### src/source/dnc_macros.svh
`ifndef DNC_MACROS_SVH
`define DNC_MACROS_SVH

// Fixed-point element width
`define DNC_DATA_SIZE 16

// Fraction bits of an element, Q8.8
`define DNC_FRAC_SIZE 8

// Width of the vector length and element index
`define DNC_SIZE_SIZE 16

// PLAN breakpoints in Q8.8
// 1.0
`define DNC_PLAN_X1 256
// 2.375
`define DNC_PLAN_X2 608
// 5.0
`define DNC_PLAN_X3 1280

`endif

### src/source/dnc_pkg.sv
`default_nettype none

`include "dnc_macros.svh"

package dnc_pkg;

  //////////////////////////////////////////////////
  // Data types
  //////////////////////////////////////////////////

  // Signed Q8.8 element
  typedef logic signed [`DNC_DATA_SIZE-1:0] fixed_t;

  // Vector length or element index
  typedef logic [`DNC_SIZE_SIZE-1:0] size_t;

  //////////////////////////////////////////////////
  // PLAN segments
  //////////////////////////////////////////////////

  // Ordered by growing magnitude
  typedef enum logic [1:0] {
    SEG_LINEAR_QUARTER      = 2'd0,  // m < 1.0
    SEG_LINEAR_EIGHTH       = 2'd1,  // 1.0 <= m < 2.375
    SEG_LINEAR_THIRTYSECOND = 2'd2,  // 2.375 <= m < 5.0
    SEG_SATURATED           = 2'd3   // m >= 5.0
  } plan_segment_e;

  //////////////////////////////////////////////////
  // Pipeline stage
  //////////////////////////////////////////////////

  // One element between scalar stage 1 and stage 2
  typedef struct packed {
    logic          valid;
    logic          negative;
    fixed_t        magnitude;
    plan_segment_e segment;
  } logistic_stage_t;

endpackage

`default_nettype wire

### src/source/dnc_erase_vector.sv
`timescale 1ns/1ps
`default_nettype none

module dnc_erase_vector
  import dnc_pkg::*;
(
  // Global
  input  logic   clk,
  input  logic   rst,

  // Control
  input  logic   start,
  output logic   ready,
  input  logic   e_in_enable,   // k in 0 to W-1
  output logic   e_out_enable,  // k in 0 to W-1

  // Data
  input  size_t  size_w_in,
  input  fixed_t e_in,
  output fixed_t e_out
);

  //////////////////////////////////////////////////
  // Erase vector of the write head
  //////////////////////////////////////////////////

  // e(t;k) = sigmoid(e^(t;k))

  // Vector logistic control
  logic   start_vector_logistic;
  logic   ready_vector_logistic;
  logic   data_in_enable_vector_logistic;
  logic   data_out_enable_vector_logistic;

  // Vector logistic data
  size_t  size_in_vector_logistic;
  fixed_t data_in_vector_logistic;
  fixed_t data_out_vector_logistic;

  assign start_vector_logistic          = start;
  assign ready                          = ready_vector_logistic;
  assign data_in_enable_vector_logistic = e_in_enable;
  assign e_out_enable                   = data_out_enable_vector_logistic;

  assign size_in_vector_logistic = size_w_in;
  assign data_in_vector_logistic = e_in;
  assign e_out                   = data_out_vector_logistic;

  ntm_vector_logistic_function vector_logistic_function (
    .clk            (clk),
    .rst            (rst),
    .start          (start_vector_logistic),
    .ready          (ready_vector_logistic),
    .data_in_enable (data_in_enable_vector_logistic),
    .data_out_enable(data_out_enable_vector_logistic),
    .size_in        (size_in_vector_logistic),
    .data_in        (data_in_vector_logistic),
    .data_out       (data_out_vector_logistic)
  );

endmodule

`default_nettype wire

### src/source/ntm_scalar_logistic_function.sv
`timescale 1ns/1ps
`default_nettype none

`include "dnc_macros.svh"

module ntm_scalar_logistic_function
  import dnc_pkg::*;
(
  // Global
  input  logic   clk,
  input  logic   rst,

  // Control
  input  logic   data_in_enable,
  output logic   data_out_enable,

  // Data
  input  fixed_t data_in,
  output fixed_t data_out
);

  //////////////////////////////////////////////////
  // Constants
  //////////////////////////////////////////////////

  // Extremes of the signed element range
  localparam fixed_t FIXED_MAX = {1'b0, {(`DNC_DATA_SIZE-1){1'b1}}};
  localparam fixed_t FIXED_MIN = {1'b1, {(`DNC_DATA_SIZE-1){1'b0}}};

  // 1.0 in Q8.8
  localparam fixed_t ONE = fixed_t'(1) <<< `DNC_FRAC_SIZE;

  // Segment offsets
  localparam fixed_t OFFSET_QUARTER      = fixed_t'(128);  // 0.5
  localparam fixed_t OFFSET_EIGHTH       = fixed_t'(160);  // 0.625
  localparam fixed_t OFFSET_THIRTYSECOND = fixed_t'(216);  // 0.84375

  //////////////////////////////////////////////////
  // Signals
  //////////////////////////////////////////////////

  logistic_stage_t stage_d;
  logistic_stage_t stage_q;

  fixed_t slope_term;
  fixed_t offset;
  fixed_t positive_y;
  fixed_t result;

  //////////////////////////////////////////////////
  // Stage 1 sign, magnitude and segment
  //////////////////////////////////////////////////

  always_comb begin
    stage_d.valid    = data_in_enable;
    stage_d.negative = data_in[`DNC_DATA_SIZE-1];

    // Magnitude, most negative value clips to the most positive one
    if (data_in == FIXED_MIN) begin
      stage_d.magnitude = FIXED_MAX;
    end else if (stage_d.negative) begin
      stage_d.magnitude = -data_in;
    end else begin
      stage_d.magnitude = data_in;
    end

    // Breakpoint compare
    if (stage_d.magnitude >= fixed_t'(`DNC_PLAN_X3)) begin
      stage_d.segment = SEG_SATURATED;
    end else if (stage_d.magnitude >= fixed_t'(`DNC_PLAN_X2)) begin
      stage_d.segment = SEG_LINEAR_THIRTYSECOND;
    end else if (stage_d.magnitude >= fixed_t'(`DNC_PLAN_X1)) begin
      stage_d.segment = SEG_LINEAR_EIGHTH;
    end else begin
      stage_d.segment = SEG_LINEAR_QUARTER;
    end
  end

  always_ff @(posedge clk) begin
    if (rst) begin
      stage_q <= '0;
    end else begin
      stage_q <= stage_d;
    end
  end

  //////////////////////////////////////////////////
  // Stage 2 shift, offset and mirror
  //////////////////////////////////////////////////

  always_comb begin
    // Magnitude is never negative, shifts truncate
    unique case (stage_q.segment)
      SEG_LINEAR_QUARTER: begin
        slope_term = stage_q.magnitude >>> 2;
        offset     = OFFSET_QUARTER;
      end
      SEG_LINEAR_EIGHTH: begin
        slope_term = stage_q.magnitude >>> 3;
        offset     = OFFSET_EIGHTH;
      end
      SEG_LINEAR_THIRTYSECOND: begin
        slope_term = stage_q.magnitude >>> 5;
        offset     = OFFSET_THIRTYSECOND;
      end
      SEG_SATURATED: begin
        slope_term = '0;
        offset     = ONE;
      end
    endcase

    positive_y = slope_term + offset;

    // sigmoid(-x) = 1 - sigmoid(x)
    result = stage_q.negative ? ONE - positive_y : positive_y;
  end

  // Output register, value held between strobes
  always_ff @(posedge clk) begin
    if (rst) begin
      data_out_enable <= 1'b0;
      data_out        <= '0;
    end else begin
      data_out_enable <= stage_q.valid;
      if (stage_q.valid) begin
        data_out <= result;
      end
    end
  end

endmodule

`default_nettype wire

### src/source/ntm_vector_logistic_function.sv
`timescale 1ns/1ps
`default_nettype none

module ntm_vector_logistic_function
  import dnc_pkg::*;
(
  // Global
  input  logic   clk,
  input  logic   rst,

  // Control
  input  logic   start,
  output logic   ready,
  input  logic   data_in_enable,
  output logic   data_out_enable,

  // Data
  input  size_t  size_in,
  input  fixed_t data_in,
  output fixed_t data_out
);

  //////////////////////////////////////////////////
  // Signals
  //////////////////////////////////////////////////

  // Latched vector length
  size_t size_q;

  // Elements taken in, elements issued to the output stage
  size_t in_count;
  size_t out_count;

  logic busy;
  logic accept;
  logic accept_d1;
  logic last_issue;

  //////////////////////////////////////////////////
  // Control
  //////////////////////////////////////////////////

  // Only the first W strobes after start enter the pipeline
  assign accept = busy && data_in_enable && (in_count != size_q);

  // Last element moves into the output register on this edge
  assign last_issue = accept_d1 && (out_count == size_q - size_t'(1));

  assign ready = !busy;

  always_ff @(posedge clk) begin
    if (rst) begin
      busy      <= 1'b0;
      size_q    <= '0;
      in_count  <= '0;
      out_count <= '0;
      accept_d1 <= 1'b0;
    end else begin
      // Mirrors stage 1 valid of the scalar unit
      accept_d1 <= accept;

      if (start && !busy) begin
        size_q    <= size_in;
        in_count  <= '0;
        out_count <= '0;
        // Empty vector stays idle
        busy      <= (size_in != '0);
      end else begin
        if (accept) begin
          in_count <= in_count + size_t'(1);
        end
        if (accept_d1) begin
          out_count <= out_count + size_t'(1);
        end
        // Ready rises with the last output strobe
        if (last_issue) begin
          busy <= 1'b0;
        end
      end
    end
  end

  //////////////////////////////////////////////////
  // Scalar unit
  //////////////////////////////////////////////////

  ntm_scalar_logistic_function scalar_logistic_function (
    // Global
    .clk            (clk),
    .rst            (rst),

    // Control
    .data_in_enable (accept),
    .data_out_enable(data_out_enable),

    // Data
    .data_in        (data_in),
    .data_out       (data_out)
  );

endmodule

`default_nettype wire

### config.mk
export PLATFORM = sky130hd
export DESIGN_NAME = dnc_erase_vector
export DESIGN_NICKNAME = d
export VERILOG_FILES = /design/src/source/dnc_pkg.sv /design/src/source/dnc_erase_vector.sv /design/src/source/ntm_scalar_logistic_function.sv /design/src/source/ntm_vector_logistic_function.sv
export VERILOG_INCLUDE_DIRS = /design/src /design/src/source
export SDC_FILE = /design/constraint.sdc
export NUM_CORES = 1
export LEC_CHECK = 0
export BUFFER_PORTS_ARGS = -buffer_cell sky130_fd_sc_hd__buf_2
export CAP_MARGIN = 40
export CELL_PAD_IN_SITES_DETAIL_PLACEMENT = 1
export CELL_PAD_IN_SITES_GLOBAL_PLACEMENT = 1
export CORE_MARGIN = 2
export CORE_UTILIZATION = 30
export CTS_BUF_LIST = sky130_fd_sc_hd__clkbuf_16
export DETAILED_ROUTE_END_ITERATION = 12
export PLACE_DENSITY = 0.66
export SLEW_MARGIN = 40
export SYNTH_ARGS = -nofsm -noshare
export SYNTH_HDL_FRONTEND = slang
export SYNTH_SLANG_ARGS = --single-unit
### constraint.sdc
create_clock -name clk -period 4.45 [get_ports clk]
set_input_delay 0.89 -clock clk [delete_from_list [all_inputs] [get_ports clk]]
set_output_delay 0.89 -clock clk [all_outputs]
set_load 0.02 [all_outputs]
==> summary.txt <==
Outcome
  – Run status: completed

Logic synthesis
  – Share of the synthesized area in the top cell type: 30.76%
  – Share of flip-flops with an asynchronous set or reset: 0%
  – Post-synth net total: 720
  – Mapped Cells: ~670
  – Cell types with the largest area share after synthesis: sky130_fd_sc_hd__dfxtp_1 (31%), sky130_fd_sc_hd__xnor2_1 (7.9%), sky130_fd_sc_hd__xor2_1 (6.2%)
  – Number of distinct library cells after synthesis: 80
  – Synthesized cell area: 5466 sq um
  – Number of storage elements in the synthesis netlist: 84
  – Cell taking the most area after synthesis: sky130_fd_sc_hd__dfxtp_1
  – Number of enable-type register cells in the synthesized netlist: 0
  – Number of warnings printed during yosys synthesis: 0
  – Most instantiated flip-flop cell in the synthesis netlist: sky130_fd_sc_hd__dfxtp_1
  – Portion of the post-synthesis area used by sequential elements: 30.76%
  – Avg Inst Size Synth: around 8.1 sq um

Critical path
  – Worst path max stage delay: around 620 ps
  – Endpoint type of the worst setup path: register
  – Number of cells on the worst reg-to-reg path: 12
  – Number of gates on the worst path with buffers counted: 12
  – Critical-path cell list: and2b_1 -> nand2_1 -> o21ai_0 -> ha_1 -> fa_1 -> xor2_1 -> nor3_1 -> o21ai_0 -> o311a_1 -> o21bai_1 -> a2111o_1 -> o311ai_1
  – Kind of start point of the critical path: register
  – Worst Path Buf+Inv: 0
  – Critical Path RT: around 4700 ps
  – Setup slack of the worst register-to-register path: around 860 ps
  – Library cell appearing most often on the critical path: sky130_fd_sc_hd__o21ai_0
  – Top fanout value on the critical path: 13
  – Arrival time reported for the critical path endpoint: slightly below 4000 ps
  – Top delay family on crit path: compound AO/OA/AOI/OAI gates
  – Slowest cell on the critical path: sky130_fd_sc_hd__dfxtp_1
  – Classification of the worst setup path: register to register

Die
  – Area enclosed by the die boundary: 19320 sq um
  – Placeable core region: 17900 sq um
  – # IOs: 54
  – Number of placement rows: 49
  – Horizontal die dimension: about 140 um
  – Vertical die dimension: 139.0 um
  – Initial cell density of the core: 30.54%

STA
  – Max Slew Vio Count: 0
  – Unrepaired setup endpoints after global routing: no
  – Least-Margin Pin Slew: between 600 and 700 ps
  – Final critical-path required period: roughly 3600 ps
  – Skew final: 5.946 ps
  – Max frequency: about 280 MHz
  – Final hold violation count: 0
  – Worst-case headroom to the max-slew limit: 55.15%
  – Number of setup violations in the final report: 0
  – Share of the clock period used by the worst path: between 80% and 90%
  – Total Neg Setup Slack: 0 ps

CTS
  – Clock Path Buffers: 2
  – Clk sinks: 84
  – CTS tree: yes
  – Number of buffers added by the clock tree synthesis step: 9
  – Clock latency of the later-clocked register in the worst-skew pair: 350 ps
  – Register clock-pin slew on the reported worst setup and hold paths: 60 ps
  – CTS hold repair buffers: 0
  – Number of buffers added for setup after CTS: 0
  – Htree depth: 3
  – Number of resized instances in the post-cts repair step: 0
  – Cell at the root of the clock tree: sky130_fd_sc_hd__clkbuf_16

Placed design
  – Final weighted congestion in routability-driven placement: 0.8507
  – Estimated wirelength of the detail-placed design: 11710 um
  – Area after detailed placement: 5853 sq um
  – Number of port buffers: 53

Layout
  – Proportion of layout cells with a drive suffix above 1: 14.81%
  – Number of inserted diodes: 0
  – Most common cell after layout, fill and taps aside: sky130_fd_sc_hd__dfxtp_1
  – Final standard cell area without fillers: 6122 sq um
  – Final core utilization: 34.20%
  – Number of nets in the layout: 752
  – Fill cell instance count of the final layout: 2186
  – Commonest non-fill, non-tap cells in the layout: sky130_fd_sc_hd__dfxtp_1 (84), sky130_fd_sc_hd__nand2_1 (77), sky130_fd_sc_hd__nor2_1 (75)
  – Signed area change from the synthesized netlist to the final layout: 11.99%

Min path
  – Worst hold path stage count: 2
  – Worst Hold Class: register to register

Route
  – Avg WL per Cell: 16.19 um
  – Number of vias per cell after detailed routing: 5.231
  – First-pass iteration count of the detailed router: 4
  – Routed wire length: 15190 um
  – Count of vias placed by the detailed router: 4907
  – DRC violations left: 0
  – DRT iter0 DRCs: 133
  – Remaining number of nets flagged by the antenna check after routing: 0

GRT
  – Global-route wire length before repair: 25480 um
  – Number of global-route vias before repair: 4926
  – Global-route congestion overflow total: 0
  – Antenna violations before repair: 0
  – Tot GR Track Use: 16.14%
  – Pin count of the biggest net entering global routing: 33

Power and ir drop
  – PD cells: ~320 nW/um^2
  – Peak supply drop: 0.1920 mV
  – Reported leakage power: between 0.002 and 0.0025 uW
  – Total power draw: 1959 uW

Run
  – Number of maximum-capacitance violations: 0
[synth_stat cells, drive strengths merged (12+ instances only)]
| cell type | n |
|---|---|
| dfxtp | 84 |
| a211oi | 13 |
| nor4 | 12 |
| clkbuf | 24 |
| nand2 | 77 |
| o21ai | 35 |
| inv | 12 |
| nand3 | 21 |
| xor2 | 39 |
| buf | 13 |
| nor2 | 76 |
| xnor2 | 50 |
| a21oi | 44 |
| nand4 | 14 |
| mux2i | 16 |
[worst reg2reg max path, cell delays in order, from the launching register on]
cell,delay [ps]
sky130_fd_sc_hd__dfxtp_1,620
sky130_fd_sc_hd__and2b_1,250
sky130_fd_sc_hd__nand2_1,60
sky130_fd_sc_hd__o21ai_0,90
sky130_fd_sc_hd__ha_1,250
sky130_fd_sc_hd__fa_1,440
sky130_fd_sc_hd__xor2_1,220
sky130_fd_sc_hd__nor3_1,210
sky130_fd_sc_hd__o21ai_0,230
sky130_fd_sc_hd__o311a_1,380
sky130_fd_sc_hd__o21bai_1,220
sky130_fd_sc_hd__a2111o_1,440
sky130_fd_sc_hd__o311ai_1,90
[through the flow]
step                instances  hold WS, ps  worst slack (ps)
floorplan                 672        473.4              1018
global placement          922        476.5              1104
detailed placement        922        480.6             895.4
CTS                       938        488.8             875.5
global route              938        513.6             491.0
finish                    938        486.2             857.3
[power by group]
| group | internal [uW] | switching [uW] |
|---|---|---|
| logic | 180 | 260 |
| clock network | 375 | 320 |
| registers | 781 | 42.9 |
| total | 1340 | 623 |
[cell type report]
type,instances,area (sq um),area share (%)
Timing Repair Buffer,58,302.8,4.946
Multi-Input combinational cell,538,3533,57.72
Tap cell,229,286.5,4.680
Clock buffer,9,225.2,3.679
Sequential cell,84,1682,27.47
Inverter,13,48.80,0.7971
Clock inverter,7,43.79,0.7153
[flip-flops by register name, summed over array words and instances (netlist names), named ones only]
name / cells
vector_logistic_function.busy: 1
vector_logistic_function.size_q: 16
vector_logistic_function.scalar_logistic_function.data_out: 16
vector_logistic_function.scalar_logistic_function.stage_q: 17
vector_logistic_function.accept_d1: 1
vector_logistic_function.out_count: 16
vector_logistic_function.in_count: 16
[how the worst max path moves through the flow]
| stage | from | endpoint | slack, ps |
|---|---|---|---|
| CTS | register | register | 880 |
| detailed placement | register | register | 900 |
| floorplan | register | register | 1020 |
| global route | register | register | 490 |
| finish | register | register | 860 |
| global placement | register | register | 1100 |
[layer usage]
layer / global-route usage [%] / wire (um)
met1: 21.96 / 7617
met5: 0 / 0
met3: 2.693 / 418
met2: 25.95 / 6914
met4: 5.582 / 238
[cell families (layout without fill, tap and decap cells)]
family,after synthesis,count (layout),synth area share (%)
simple gates,276,276,26.44
compound gates,143,143,17.58
xor+xnor,89,89,14.40
flops,84,84,30.76
buf+inv,50,87,4.601
mux,18,18,3.342
fa+ha+maj,12,12,2.884
No activity file was read; power rests on OpenSTA's default activity.
